<file path="src/design/lsq_cfg_pkg.sv">
package lsq_cfg_pkg;

  // Queue geometry
  localparam int NUM_ENTRIES = 8;
  localparam int IDX_W       = $clog2(NUM_ENTRIES);

  // Slot index plus wrap bit
  localparam int PTR_W       = IDX_W + 1;

  // Word widths
  localparam int ADDR_W      = 32;
  localparam int DATA_W      = 32;

  // Addresses compare at word granularity
  localparam int WORD_LSB    = 2;
  localparam int WADDR_W     = ADDR_W - WORD_LSB;

endpackage

</file>
<file path="src/design/lsq_op_pkg.sv">
package lsq_op_pkg;

  // Kind of memory operation at dispatch and retire
  typedef enum logic [1:0] {
    MEM_NONE  = 2'd0,
    MEM_LOAD  = 2'd1,
    MEM_STORE = 2'd2
  } mem_op_e;

endpackage

</file>
<file path="src/design/queue_pointers.sv">
`timescale 1ns/1ps

module queue_pointers (
  input  logic                          clock,
  input  logic                          reset,
  input  logic                          alloc,
  input  logic                          free,
  input  logic                          rollback_en,
  input  logic [lsq_cfg_pkg::PTR_W-1:0] rollback_tail,
  output logic [lsq_cfg_pkg::PTR_W-1:0] head,
  output logic [lsq_cfg_pkg::PTR_W-1:0] tail,
  output logic [lsq_cfg_pkg::PTR_W-1:0] count,
  output logic                          full,
  output logic                          empty
);

  import lsq_cfg_pkg::*;

  logic [PTR_W-1:0] next_head;
  logic [PTR_W-1:0] next_tail;
  logic             same_slot;
  logic             same_wrap;

  // Wrap bit tells full from empty when the slots match
  assign same_slot = head[IDX_W-1:0] == tail[IDX_W-1:0];
  assign same_wrap = head[IDX_W] == tail[IDX_W];

  assign count = tail - head;
  assign full  = same_slot && !same_wrap;
  assign empty = same_slot && same_wrap;

  // Rollback wins over allocation
  always_comb begin
    next_tail = tail;
    if (rollback_en) begin
      next_tail = rollback_tail;
    end else if (alloc) begin
      next_tail = tail + 1'b1;
    end
  end

  always_comb begin
    next_head = head;
    if (free) begin
      next_head = head + 1'b1;
    end
  end

  always_ff @(posedge clock) begin
    if (reset) begin
      head <= '0;
      tail <= '0;
    end else begin
      head <= next_head;
      tail <= next_tail;
    end
  end

endmodule

</file>
<file path="src/design/store_queue.sv">
`timescale 1ns/1ps

module store_queue (
  input  logic                           clock,
  input  logic                           reset,
  input  lsq_op_pkg::mem_op_e            dispatch_op,
  input  logic                           dispatch_valid,
  input  logic                           st_exec_valid,
  input  logic [lsq_cfg_pkg::PTR_W-1:0]  st_exec_idx,
  input  logic [lsq_cfg_pkg::ADDR_W-1:0] st_exec_addr,
  input  logic [lsq_cfg_pkg::DATA_W-1:0] st_exec_data,
  input  logic                           ld_exec_valid,
  input  logic [lsq_cfg_pkg::ADDR_W-1:0] ld_exec_addr,
  input  logic [lsq_cfg_pkg::PTR_W-1:0]  ld_store_bound,
  input  logic                           retire_valid,
  input  lsq_op_pkg::mem_op_e            retire_op,
  input  logic                           rollback_en,
  input  logic [lsq_cfg_pkg::PTR_W-1:0]  rollback_sq_tail,
  output logic [lsq_cfg_pkg::PTR_W-1:0]  sq_alloc_idx,
  output logic                           sq_ready,
  output logic [lsq_cfg_pkg::PTR_W-1:0]  sq_head,
  output logic                           fwd_hit,
  output logic [lsq_cfg_pkg::DATA_W-1:0] fwd_data,
  output logic                           mem_rd_en,
  output logic [lsq_cfg_pkg::ADDR_W-1:0] mem_rd_addr,
  output logic                           mem_wr_en,
  output logic [lsq_cfg_pkg::ADDR_W-1:0] mem_wr_addr,
  output logic [lsq_cfg_pkg::DATA_W-1:0] mem_wr_data
);

  import lsq_cfg_pkg::*;
  import lsq_op_pkg::*;

  logic [NUM_ENTRIES-1:0] addr_valid;
  logic [WADDR_W-1:0]     word_addr [NUM_ENTRIES];
  logic [DATA_W-1:0]      data      [NUM_ENTRIES];

  logic                   alloc;
  logic                   retire_st;
  logic                   full;
  logic                   empty;
  logic [PTR_W-1:0]       count;
  logic [IDX_W-1:0]       tail_idx;
  logic [IDX_W-1:0]       head_idx;
  logic [IDX_W-1:0]       exec_idx;
  logic [PTR_W-1:0]       bound_dist;
  logic [WADDR_W-1:0]     ld_word;
  logic                   hit;
  logic [DATA_W-1:0]      hit_data;

  assign alloc     = dispatch_valid && dispatch_op == MEM_STORE && !full && !rollback_en;
  assign retire_st = retire_valid && retire_op == MEM_STORE;

  queue_pointers ptr_i (
    .clock         (clock),
    .reset         (reset),
    .alloc         (alloc),
    .free          (retire_st && !empty),
    .rollback_en   (rollback_en),
    .rollback_tail (rollback_sq_tail),
    .head          (sq_head),
    .tail          (sq_alloc_idx),
    .count         (count),
    .full          (full),
    .empty         (empty)
  );

  assign sq_ready = !full;
  assign tail_idx = sq_alloc_idx[IDX_W-1:0];
  assign head_idx = sq_head[IDX_W-1:0];
  assign exec_idx = st_exec_idx[IDX_W-1:0];

  // Stores older than the load sit between head and its bound
  assign bound_dist = ld_store_bound - sq_head;
  assign ld_word    = ld_exec_addr[ADDR_W-1:WORD_LSB];

  // Walk oldest first so the last match is the youngest
  always_comb begin : fwd_search
    logic [IDX_W-1:0] slot;
    hit      = 1'b0;
    hit_data = '0;
    for (int i = 0; i < NUM_ENTRIES; i++) begin
      slot = head_idx + IDX_W'(i);
      if (PTR_W'(i) < bound_dist && PTR_W'(i) < count && addr_valid[slot] &&
          word_addr[slot] == ld_word) begin
        hit      = 1'b1;
        hit_data = data[slot];
      end
    end
  end

  assign fwd_hit     = ld_exec_valid && hit;
  assign fwd_data    = hit_data;
  assign mem_rd_en   = ld_exec_valid && !hit;
  assign mem_rd_addr = ld_exec_addr;

  // Head entry goes out on a store retire
  assign mem_wr_en   = retire_st;
  assign mem_wr_addr = {word_addr[head_idx], {WORD_LSB{1'b0}}};
  assign mem_wr_data = data[head_idx];

  always_ff @(posedge clock) begin
    if (reset) begin
      addr_valid <= '0;
    end else begin
      if (alloc) begin
        addr_valid[tail_idx] <= 1'b0;
      end
      if (st_exec_valid) begin
        addr_valid[exec_idx] <= 1'b1;
      end
    end
  end

  always_ff @(posedge clock) begin
    if (st_exec_valid) begin
      word_addr[exec_idx] <= st_exec_addr[ADDR_W-1:WORD_LSB];
      data[exec_idx]      <= st_exec_data;
    end
  end

endmodule

</file>
<file path="src/design/load_queue.sv">
`timescale 1ns/1ps

module load_queue (
  input  logic                           clock,
  input  logic                           reset,
  input  logic                           dispatch_valid,
  input  lsq_op_pkg::mem_op_e            dispatch_op,
  input  logic [lsq_cfg_pkg::PTR_W-1:0]  sq_alloc_idx,
  input  logic                           ld_exec_valid,
  input  logic [lsq_cfg_pkg::PTR_W-1:0]  ld_exec_idx,
  input  logic [lsq_cfg_pkg::ADDR_W-1:0] ld_exec_addr,
  input  logic                           st_exec_valid,
  input  logic [lsq_cfg_pkg::PTR_W-1:0]  st_exec_idx,
  input  logic [lsq_cfg_pkg::ADDR_W-1:0] st_exec_addr,
  input  logic [lsq_cfg_pkg::PTR_W-1:0]  sq_head,
  input  logic                           retire_valid,
  input  lsq_op_pkg::mem_op_e            retire_op,
  input  logic                           rollback_en,
  input  logic [lsq_cfg_pkg::PTR_W-1:0]  rollback_lq_tail,
  output logic [lsq_cfg_pkg::PTR_W-1:0]  lq_alloc_idx,
  output logic                           lq_ready,
  output logic [lsq_cfg_pkg::PTR_W-1:0]  ld_store_bound,
  output logic                           violation,
  output logic [lsq_cfg_pkg::PTR_W-1:0]  violation_lq_idx
);

  import lsq_cfg_pkg::*;
  import lsq_op_pkg::*;

  logic [NUM_ENTRIES-1:0] executed;
  logic [WADDR_W-1:0]     word_addr [NUM_ENTRIES];
  logic [PTR_W-1:0]       age_bound [NUM_ENTRIES];

  logic                   alloc;
  logic                   full;
  logic                   empty;
  logic [PTR_W-1:0]       lq_head;
  logic [PTR_W-1:0]       count;
  logic [IDX_W-1:0]       tail_idx;
  logic [IDX_W-1:0]       exec_idx;
  logic [PTR_W-1:0]       store_dist;
  logic [WADDR_W-1:0]     st_word;
  logic                   found;
  logic [PTR_W-1:0]       found_idx;

  assign alloc = dispatch_valid && dispatch_op == MEM_LOAD && !full && !rollback_en;

  queue_pointers ptr_i (
    .clock         (clock),
    .reset         (reset),
    .alloc         (alloc),
    .free          (retire_valid && retire_op == MEM_LOAD && !empty),
    .rollback_en   (rollback_en),
    .rollback_tail (rollback_lq_tail),
    .head          (lq_head),
    .tail          (lq_alloc_idx),
    .count         (count),
    .full          (full),
    .empty         (empty)
  );

  assign lq_ready = !full;
  assign tail_idx = lq_alloc_idx[IDX_W-1:0];
  assign exec_idx = ld_exec_idx[IDX_W-1:0];

  // Age bound of the executing load goes to the store queue
  assign ld_store_bound = age_bound[exec_idx];

  assign store_dist = st_exec_idx - sq_head;
  assign st_word    = st_exec_addr[ADDR_W-1:WORD_LSB];

  // Walk youngest to oldest so the oldest offender is kept
  always_comb begin : viol_search
    logic [IDX_W-1:0] slot;
    logic [PTR_W-1:0] load_dist;
    found     = 1'b0;
    found_idx = '0;
    for (int i = NUM_ENTRIES - 1; i >= 0; i--) begin
      slot      = lq_head[IDX_W-1:0] + IDX_W'(i);
      load_dist = age_bound[slot] - sq_head;
      // Load is younger if its bound lies past the store
      if (PTR_W'(i) < count && executed[slot] && word_addr[slot] == st_word &&
          store_dist < load_dist) begin
        found     = 1'b1;
        found_idx = lq_head + PTR_W'(i);
      end
    end
  end

  always_ff @(posedge clock) begin
    if (reset) begin
      violation        <= 1'b0;
      violation_lq_idx <= '0;
    end else begin
      violation        <= st_exec_valid && found;
      violation_lq_idx <= found_idx;
    end
  end

  always_ff @(posedge clock) begin
    if (reset) begin
      executed <= '0;
    end else begin
      if (alloc) begin
        executed[tail_idx] <= 1'b0;
      end
      if (ld_exec_valid) begin
        executed[exec_idx] <= 1'b1;
      end
    end
  end

  always_ff @(posedge clock) begin
    if (alloc) begin
      age_bound[tail_idx] <= sq_alloc_idx;
    end
    if (ld_exec_valid) begin
      word_addr[exec_idx] <= ld_exec_addr[ADDR_W-1:WORD_LSB];
    end
  end

endmodule

</file>
<file path="src/design/lsq_top.sv">
`timescale 1ns/1ps

module lsq_top (
  input  logic                           clock,
  input  logic                           reset,
  input  logic                           dispatch_valid,
  input  lsq_op_pkg::mem_op_e            dispatch_op,
  output logic [lsq_cfg_pkg::PTR_W-1:0]  lq_alloc_idx,
  output logic [lsq_cfg_pkg::PTR_W-1:0]  sq_alloc_idx,
  output logic                           lq_ready,
  output logic                           sq_ready,
  input  logic                           st_exec_valid,
  input  logic [lsq_cfg_pkg::PTR_W-1:0]  st_exec_idx,
  input  logic [lsq_cfg_pkg::ADDR_W-1:0] st_exec_addr,
  input  logic [lsq_cfg_pkg::DATA_W-1:0] st_exec_data,
  input  logic                           ld_exec_valid,
  input  logic [lsq_cfg_pkg::PTR_W-1:0]  ld_exec_idx,
  input  logic [lsq_cfg_pkg::ADDR_W-1:0] ld_exec_addr,
  output logic                           fwd_hit,
  output logic [lsq_cfg_pkg::DATA_W-1:0] fwd_data,
  output logic                           mem_rd_en,
  output logic [lsq_cfg_pkg::ADDR_W-1:0] mem_rd_addr,
  output logic                           mem_wr_en,
  output logic [lsq_cfg_pkg::ADDR_W-1:0] mem_wr_addr,
  output logic [lsq_cfg_pkg::DATA_W-1:0] mem_wr_data,
  output logic                           violation,
  output logic [lsq_cfg_pkg::PTR_W-1:0]  violation_lq_idx,
  input  logic                           retire_valid,
  input  lsq_op_pkg::mem_op_e            retire_op,
  input  logic                           rollback_en,
  input  logic [lsq_cfg_pkg::PTR_W-1:0]  rollback_lq_tail,
  input  logic [lsq_cfg_pkg::PTR_W-1:0]  rollback_sq_tail
);

  import lsq_cfg_pkg::*;

  // Store queue state seen by the load queue and back
  logic [PTR_W-1:0] sq_head;
  logic [PTR_W-1:0] ld_store_bound;

  store_queue sq_i (
    .clock            (clock),
    .reset            (reset),
    .dispatch_valid   (dispatch_valid),
    .dispatch_op      (dispatch_op),
    .st_exec_valid    (st_exec_valid),
    .st_exec_idx      (st_exec_idx),
    .st_exec_addr     (st_exec_addr),
    .st_exec_data     (st_exec_data),
    .ld_exec_valid    (ld_exec_valid),
    .ld_exec_addr     (ld_exec_addr),
    .ld_store_bound   (ld_store_bound),
    .retire_valid     (retire_valid),
    .retire_op        (retire_op),
    .rollback_en      (rollback_en),
    .rollback_sq_tail (rollback_sq_tail),
    .sq_alloc_idx     (sq_alloc_idx),
    .sq_ready         (sq_ready),
    .sq_head          (sq_head),
    .fwd_hit          (fwd_hit),
    .fwd_data         (fwd_data),
    .mem_rd_en        (mem_rd_en),
    .mem_rd_addr      (mem_rd_addr),
    .mem_wr_en        (mem_wr_en),
    .mem_wr_addr      (mem_wr_addr),
    .mem_wr_data      (mem_wr_data)
  );

  load_queue lq_i (
    .clock            (clock),
    .reset            (reset),
    .dispatch_valid   (dispatch_valid),
    .dispatch_op      (dispatch_op),
    .sq_alloc_idx     (sq_alloc_idx),
    .ld_exec_valid    (ld_exec_valid),
    .ld_exec_idx      (ld_exec_idx),
    .ld_exec_addr     (ld_exec_addr),
    .st_exec_valid    (st_exec_valid),
    .st_exec_idx      (st_exec_idx),
    .st_exec_addr     (st_exec_addr),
    .sq_head          (sq_head),
    .retire_valid     (retire_valid),
    .retire_op        (retire_op),
    .rollback_en      (rollback_en),
    .rollback_lq_tail (rollback_lq_tail),
    .lq_alloc_idx     (lq_alloc_idx),
    .lq_ready         (lq_ready),
    .ld_store_bound   (ld_store_bound),
    .violation        (violation),
    .violation_lq_idx (violation_lq_idx)
  );

endmodule

</file>
<file path="config.mk">
export PLATFORM = sky130hd
export DESIGN_NAME = lsq_top
export DESIGN_NICKNAME = d
export VERILOG_FILES = /design/src/design/lsq_cfg_pkg.sv /design/src/design/lsq_op_pkg.sv /design/src/design/queue_pointers.sv /design/src/design/store_queue.sv /design/src/design/load_queue.sv /design/src/design/lsq_top.sv
export SDC_FILE = /design/constraint.sdc
export NUM_CORES = 2
export LEC_CHECK = 0
export ABC_CLOCK_PERIOD_IN_PS = 7400
export BUFFER_PORTS_ARGS = -buffer_cell sky130_fd_sc_hd__buf_2
export CORE_MARGIN = 4
export CORE_UTILIZATION = 44
export CTS_CLUSTER_DIAMETER = 30
export DETAILED_ROUTE_END_ITERATION = 7
export PLACE_DENSITY = 0.62
export SLEW_MARGIN = 20
export SYNTH_ARGS = -nofsm -noshare
export SYNTH_HDL_FRONTEND = slang
export SYNTH_SLANG_ARGS = --single-unit
</file>
<file path="constraint.sdc">
create_clock -name clock -period 7.4 [get_ports clock]
set_input_delay 0.74 -clock clock [delete_from_list [all_inputs] [get_ports clock]]
set_output_delay 0.74 -clock clock [all_outputs]
set_load 0.005 [all_outputs]
</file>
==> PnR_summary.wiki <==
{| class="wikitable"
! Metric !! Value
|-
| Result of the run || completed
|-
| Internal Power || approximately 11,000 uW
|-
| Overall track demand over capacity in global routing || between 30% and 40%
|-
| Setup repair after global routing missed its margin || no
|-
| First-pass GRT wire length || 371 mm
|-
| Critical path startpoint category || flip-flop
|-
| Critical-path maximum fanout || 60
|-
| Clk Tree Root Cell || sky130_fd_sc_hd__clkbuf_16
|-
| Drt initial violations || approximately 8,100
|-
| Area of the core || ~160,000 um^2
|-
| Proportion of power drawn by flip-flops and latches || between 30% and 40%
|-
| Number of nets in the layout || around 5,300
|-
| Number of register bits inferred by synthesis || roughly 800
|-
| Share of cells above drive strength 1 || approximately 36%
|-
| Final count of negative-setup-slack endpoints || 0
|-
| Sequential element share of the synthesized area || between 30% and 40%
|-
| Global-route met2 utilization || between 40 and 50%
|-
| Slew at the pin closest to its max-slew limit || 1.14 ns
|-
| Final Max Tran Viols || 0
|-
| Area share of the largest cell type after synthesis || around 33%
|-
| Clock tree from TritonCTS || done
|-
| Core Util, Final || 50.6%
|-
| Latest clock arrival within the worst-skew pair || approximately 0.84 ns
|-
| Final hold violation count || 0
|-
| Worst setup path class || flip-flop to output pin
|-
| Clock transition at the register clock pins on the worst setup and hold paths after CTS || around 0.050 ns
|-
| Worst hold-check path type || primary input to flip-flop
|-
| Vias in the first global route || roughly 50,000
|-
| Leakage power summed over all cells || approximately 0.026 uW
|-
| Via density per instance || 7.20
|-
| Weighted congestion at the end of routability-driven global placement || around 1.0
|-
| Number of instances in the synthesized netlist || 5,000
|-
| Top-Level Pins || about 270
|-
| Area growth from synthesis to final layout || 13.8%
|-
| Switching part of the total power || between 20% and 30%
|-
| Post-route total power || between 15,000 and 20,000 uW
|-
| Pin count of the biggest net entering global routing || 157
|-
| Remaining antenna violation count after routing || 0
|-
| Yosys warnings || 0
|-
| Data arrival at the endpoint of the critical path || about 6.6 ns
|-
| Total iterations of the first detailed-routing run || 6
|-
| Proportion of register bits with asynchronous set or reset after synthesis || 0%
|-
| Initial antenna violation count || 28
|-
| Most common cell after layout, fill and taps aside || sky130_fd_sc_hd__mux4_2
|-
| Largest voltage drop on the vdd net || around 0.25 mV
|-
| Sw power || between 4000 and 5000 uW
|-
| Clock net sink count || between 800 and 900
|-
| Initial cell density of the core || between 40 and 50%
|-
| Leading cell types in the layout, fill and taps excluded || 986 x sky130_fd_sc_hd__mux4_2, 768 x sky130_fd_sc_hd__edfxtp_1, 603 x sky130_fd_sc_hd__mux2i_1
|-
| Max-slew headroom || 23.4%
|-
| Predominant post-synthesis flop cell || sky130_fd_sc_hd__edfxtp_1
|-
| Cells taking the most area after synthesis || sky130_fd_sc_hd__edfxtp_1 33%, sky130_fd_sc_hd__mux4_2 32%, sky130_fd_sc_hd__mux2i_1 8.7%
|-
| GRT busiest layer || met2
|-
| Crit path capture type || output pin
|-
| Number of vias after detailed routing || 52,936
|-
| Routed len/inst || about 36 um
|-
| Post-route setup TNS || 0 ns
|-
| Clk pwr share || about half
|-
| Combinational share of power || between 10% and 20%
|-
| Grt ovf || 0
|-
| Die Ht || ~400 um
|-
| Final Cycle Share || between 90% and 100%
|-
| Number of enable flip-flop cells after synthesis || between 700 and 800
|-
| DRC Markers || 0
|-
| Cell Area, Synth || 69,500 um^2
|-
| Slack of the critical path || roughly 0.051 ns
|-
| Sum of net half-perimeters after detailed placement || between 150 and 200 mm
|-
| Highest Clock Rate || 0.136 GHz
|-
| Worst slack, placed || 0.486 ns
|-
| Met1 capacity usage during global routing || between 40 and 50%
|-
| Worst clock skew || between 0.05 and 0.06 ns
|-
| Cell accounting for the most synthesized area || sky130_fd_sc_hd__edfxtp_1
|-
| Wire length reported by the detailed router || 263 mm
|-
| Synthesized area per cell || ~14 um^2
|-
| Yosys cell types || slightly below 90
|-
| Row count || approximately 150
|-
| GR Util met3 || under 10%
|-
| Die area || ~160,000 um^2
|-
| Shortest period the worst path allows || ~7.3 ns
|-
| Cell Pwr Density || between 200 and 250 nW/um^2
|-
| Number of H-tree branching levels || 4
|-
| CTS max path bufs || 3
|-
| Number of clock buffers inserted by TritonCTS || 186
|-
| Die outline width || 406 um
|-
| Total of max-cap violations || 0
|-
| WP data required || around 6.7 ns
|-
| Number of buffers inserted by port buffering || about 260
|}
==> synth_stat cells (36+ instances only) <==
cell type                  instances
sky130_fd_sc_hd__a21oi_1         104
sky130_fd_sc_hd__o22ai_1          36
sky130_fd_sc_hd__nor2_1          143
sky130_fd_sc_hd__edfxtp_1        768
sky130_fd_sc_hd__nand2b_1         40
sky130_fd_sc_hd__xor2_1          209
sky130_fd_sc_hd__nor3b_1          36
sky130_fd_sc_hd__xnor2_1         332
sky130_fd_sc_hd__nand2_1         198
sky130_fd_sc_hd__buf_1            94
sky130_fd_sc_hd__ha_1             72
sky130_fd_sc_hd__nand4_1          71
sky130_fd_sc_hd__nor4_1           79
sky130_fd_sc_hd__buf_2           123
sky130_fd_sc_hd__o21ai_0          64
sky130_fd_sc_hd__nor3_1           56
sky130_fd_sc_hd__mux4_2          986
sky130_fd_sc_hd__and2_1           38
sky130_fd_sc_hd__mux2_2          104
sky130_fd_sc_hd__inv_1            52
sky130_fd_sc_hd__clkbuf_1        191
sky130_fd_sc_hd__nand3_1          73
sky130_fd_sc_hd__a211oi_1         72
sky130_fd_sc_hd__buf_4            73
sky130_fd_sc_hd__dfxtp_1          43
sky130_fd_sc_hd__mux2i_1         603
==> timing repair <==
| action | 4_1_cts | 5_1_grt |
|---|---|---|
| hold buffers | 0 | 0 |
| endpoints found under the setup margin | 16 | 28 |
| cloned | 1 | 2 |
| gates resized for setup | 6 | 15 |
| buffers inserted | 0 | 11 |
==> sequential cells by signal (all words and copies together) (netlist names), 8 cells and up, named ones only <==
| name | cells |
|---|---|
| lq_i.word_addr | 240 |
| sq_i.addr_valid | 8 |
| sq_i.word_addr | 240 |
| sq_i.data | 256 |
| lq_i.age_bound | 32 |
| lq_i.executed | 8 |
==> worst max-delay path: stages, from the launching register on <==
cell and delay (ns):
sky130_fd_sc_hd__dfxtp_4 0.38, sky130_fd_sc_hd__ha_4 0.48, sky130_fd_sc_hd__buf_12 0.50, sky130_fd_sc_hd__mux4_2 0.57, sky130_fd_sc_hd__mux2i_1 0.18, sky130_fd_sc_hd__xor2_1 0.24
sky130_fd_sc_hd__nand4_1 0.36, sky130_fd_sc_hd__nor4_1 0.66, sky130_fd_sc_hd__nand4_1 0.63, sky130_fd_sc_hd__buf_4 0.55, sky130_fd_sc_hd__nor3b_1 0.28, sky130_fd_sc_hd__nor4_1 0.08
sky130_fd_sc_hd__o32ai_1 0.55, sky130_fd_sc_hd__buf_2 0.24
==> layout make-up <==
class	instances	area, um^2
antenna	22	55.1
fill	13084	77400
clock buffer	202	4760
sequential	811	24000
multi-input combinational	3633	43300
inverter	68	284
clock inverter	144	1470
tap	2058	2570
timing repair buffer	411	2740
==> metal layers <==
metal | part of all wire [%] | vias to the layer above
li1 | - | 20977
met1 | 37 | 27268
met2 | 45 | 3999
met3 | 13 | 678
met4 | 4.8 | 14
met5 | 0.035 | -
==> metrics by stage <==
stage               std cells  hold slack [ns]  instance area [um^2]
floorplan                5001            0.475                 69600
global placement         6966            0.505                 72600
detailed placement       6966            0.511                 72600
CTS                      7313            0.114                 78800
global route             7337            0.163                 79100
finish                   7349            0.168                 79200
==> kinds of logic (layout without fill, tap and decap cells) <==
kind of cell    Yosys count  in the layout  synth area share (%)
simple gates            807            808                  6.00
buf+inv                 558            825                  3.71
compound gates          504            504                  5.11
fa+ha+maj                84             84                  1.64
mux                    1693           1693                  42.3
flops                   811            811                  34.4
other cells               1             24               0.00539
xor+xnor                542            542                  6.84
==> power groups by stage <==
| stage | combinational [uW] | clock, uW | sequential [uW] |
|---|---|---|---|
| after global routing | 2810 | 8370 | 5410 |
| after detailed placement | 2600 | 0 | 5460 |
| after floorplan | 1780 | 0 | 5380 |
| final | 2700 | 8030 | 5390 |
| after global placement | 2580 | 0 | 5460 |
| after CTS | 2620 | 8120 | 5380 |
==> final timing paths <==
kind	from	endpoint	slack, ns	cells past startpoint
max	sq_i.ptr_i.head[1]	fwd_data[24]	0.05	13
min	rollback_sq_tail[2]	sq_i.ptr_i.tail[2]	0.17	3
max reg2reg	lq_i.ptr_i.head[0]	lq_i.violation_lq_idx[2]	0.89	18
min reg2reg	sq_i.addr_valid[0]	sq_i.addr_valid[0]	0.53	2
Note: power is estimated with default switching activity, not from simulation.
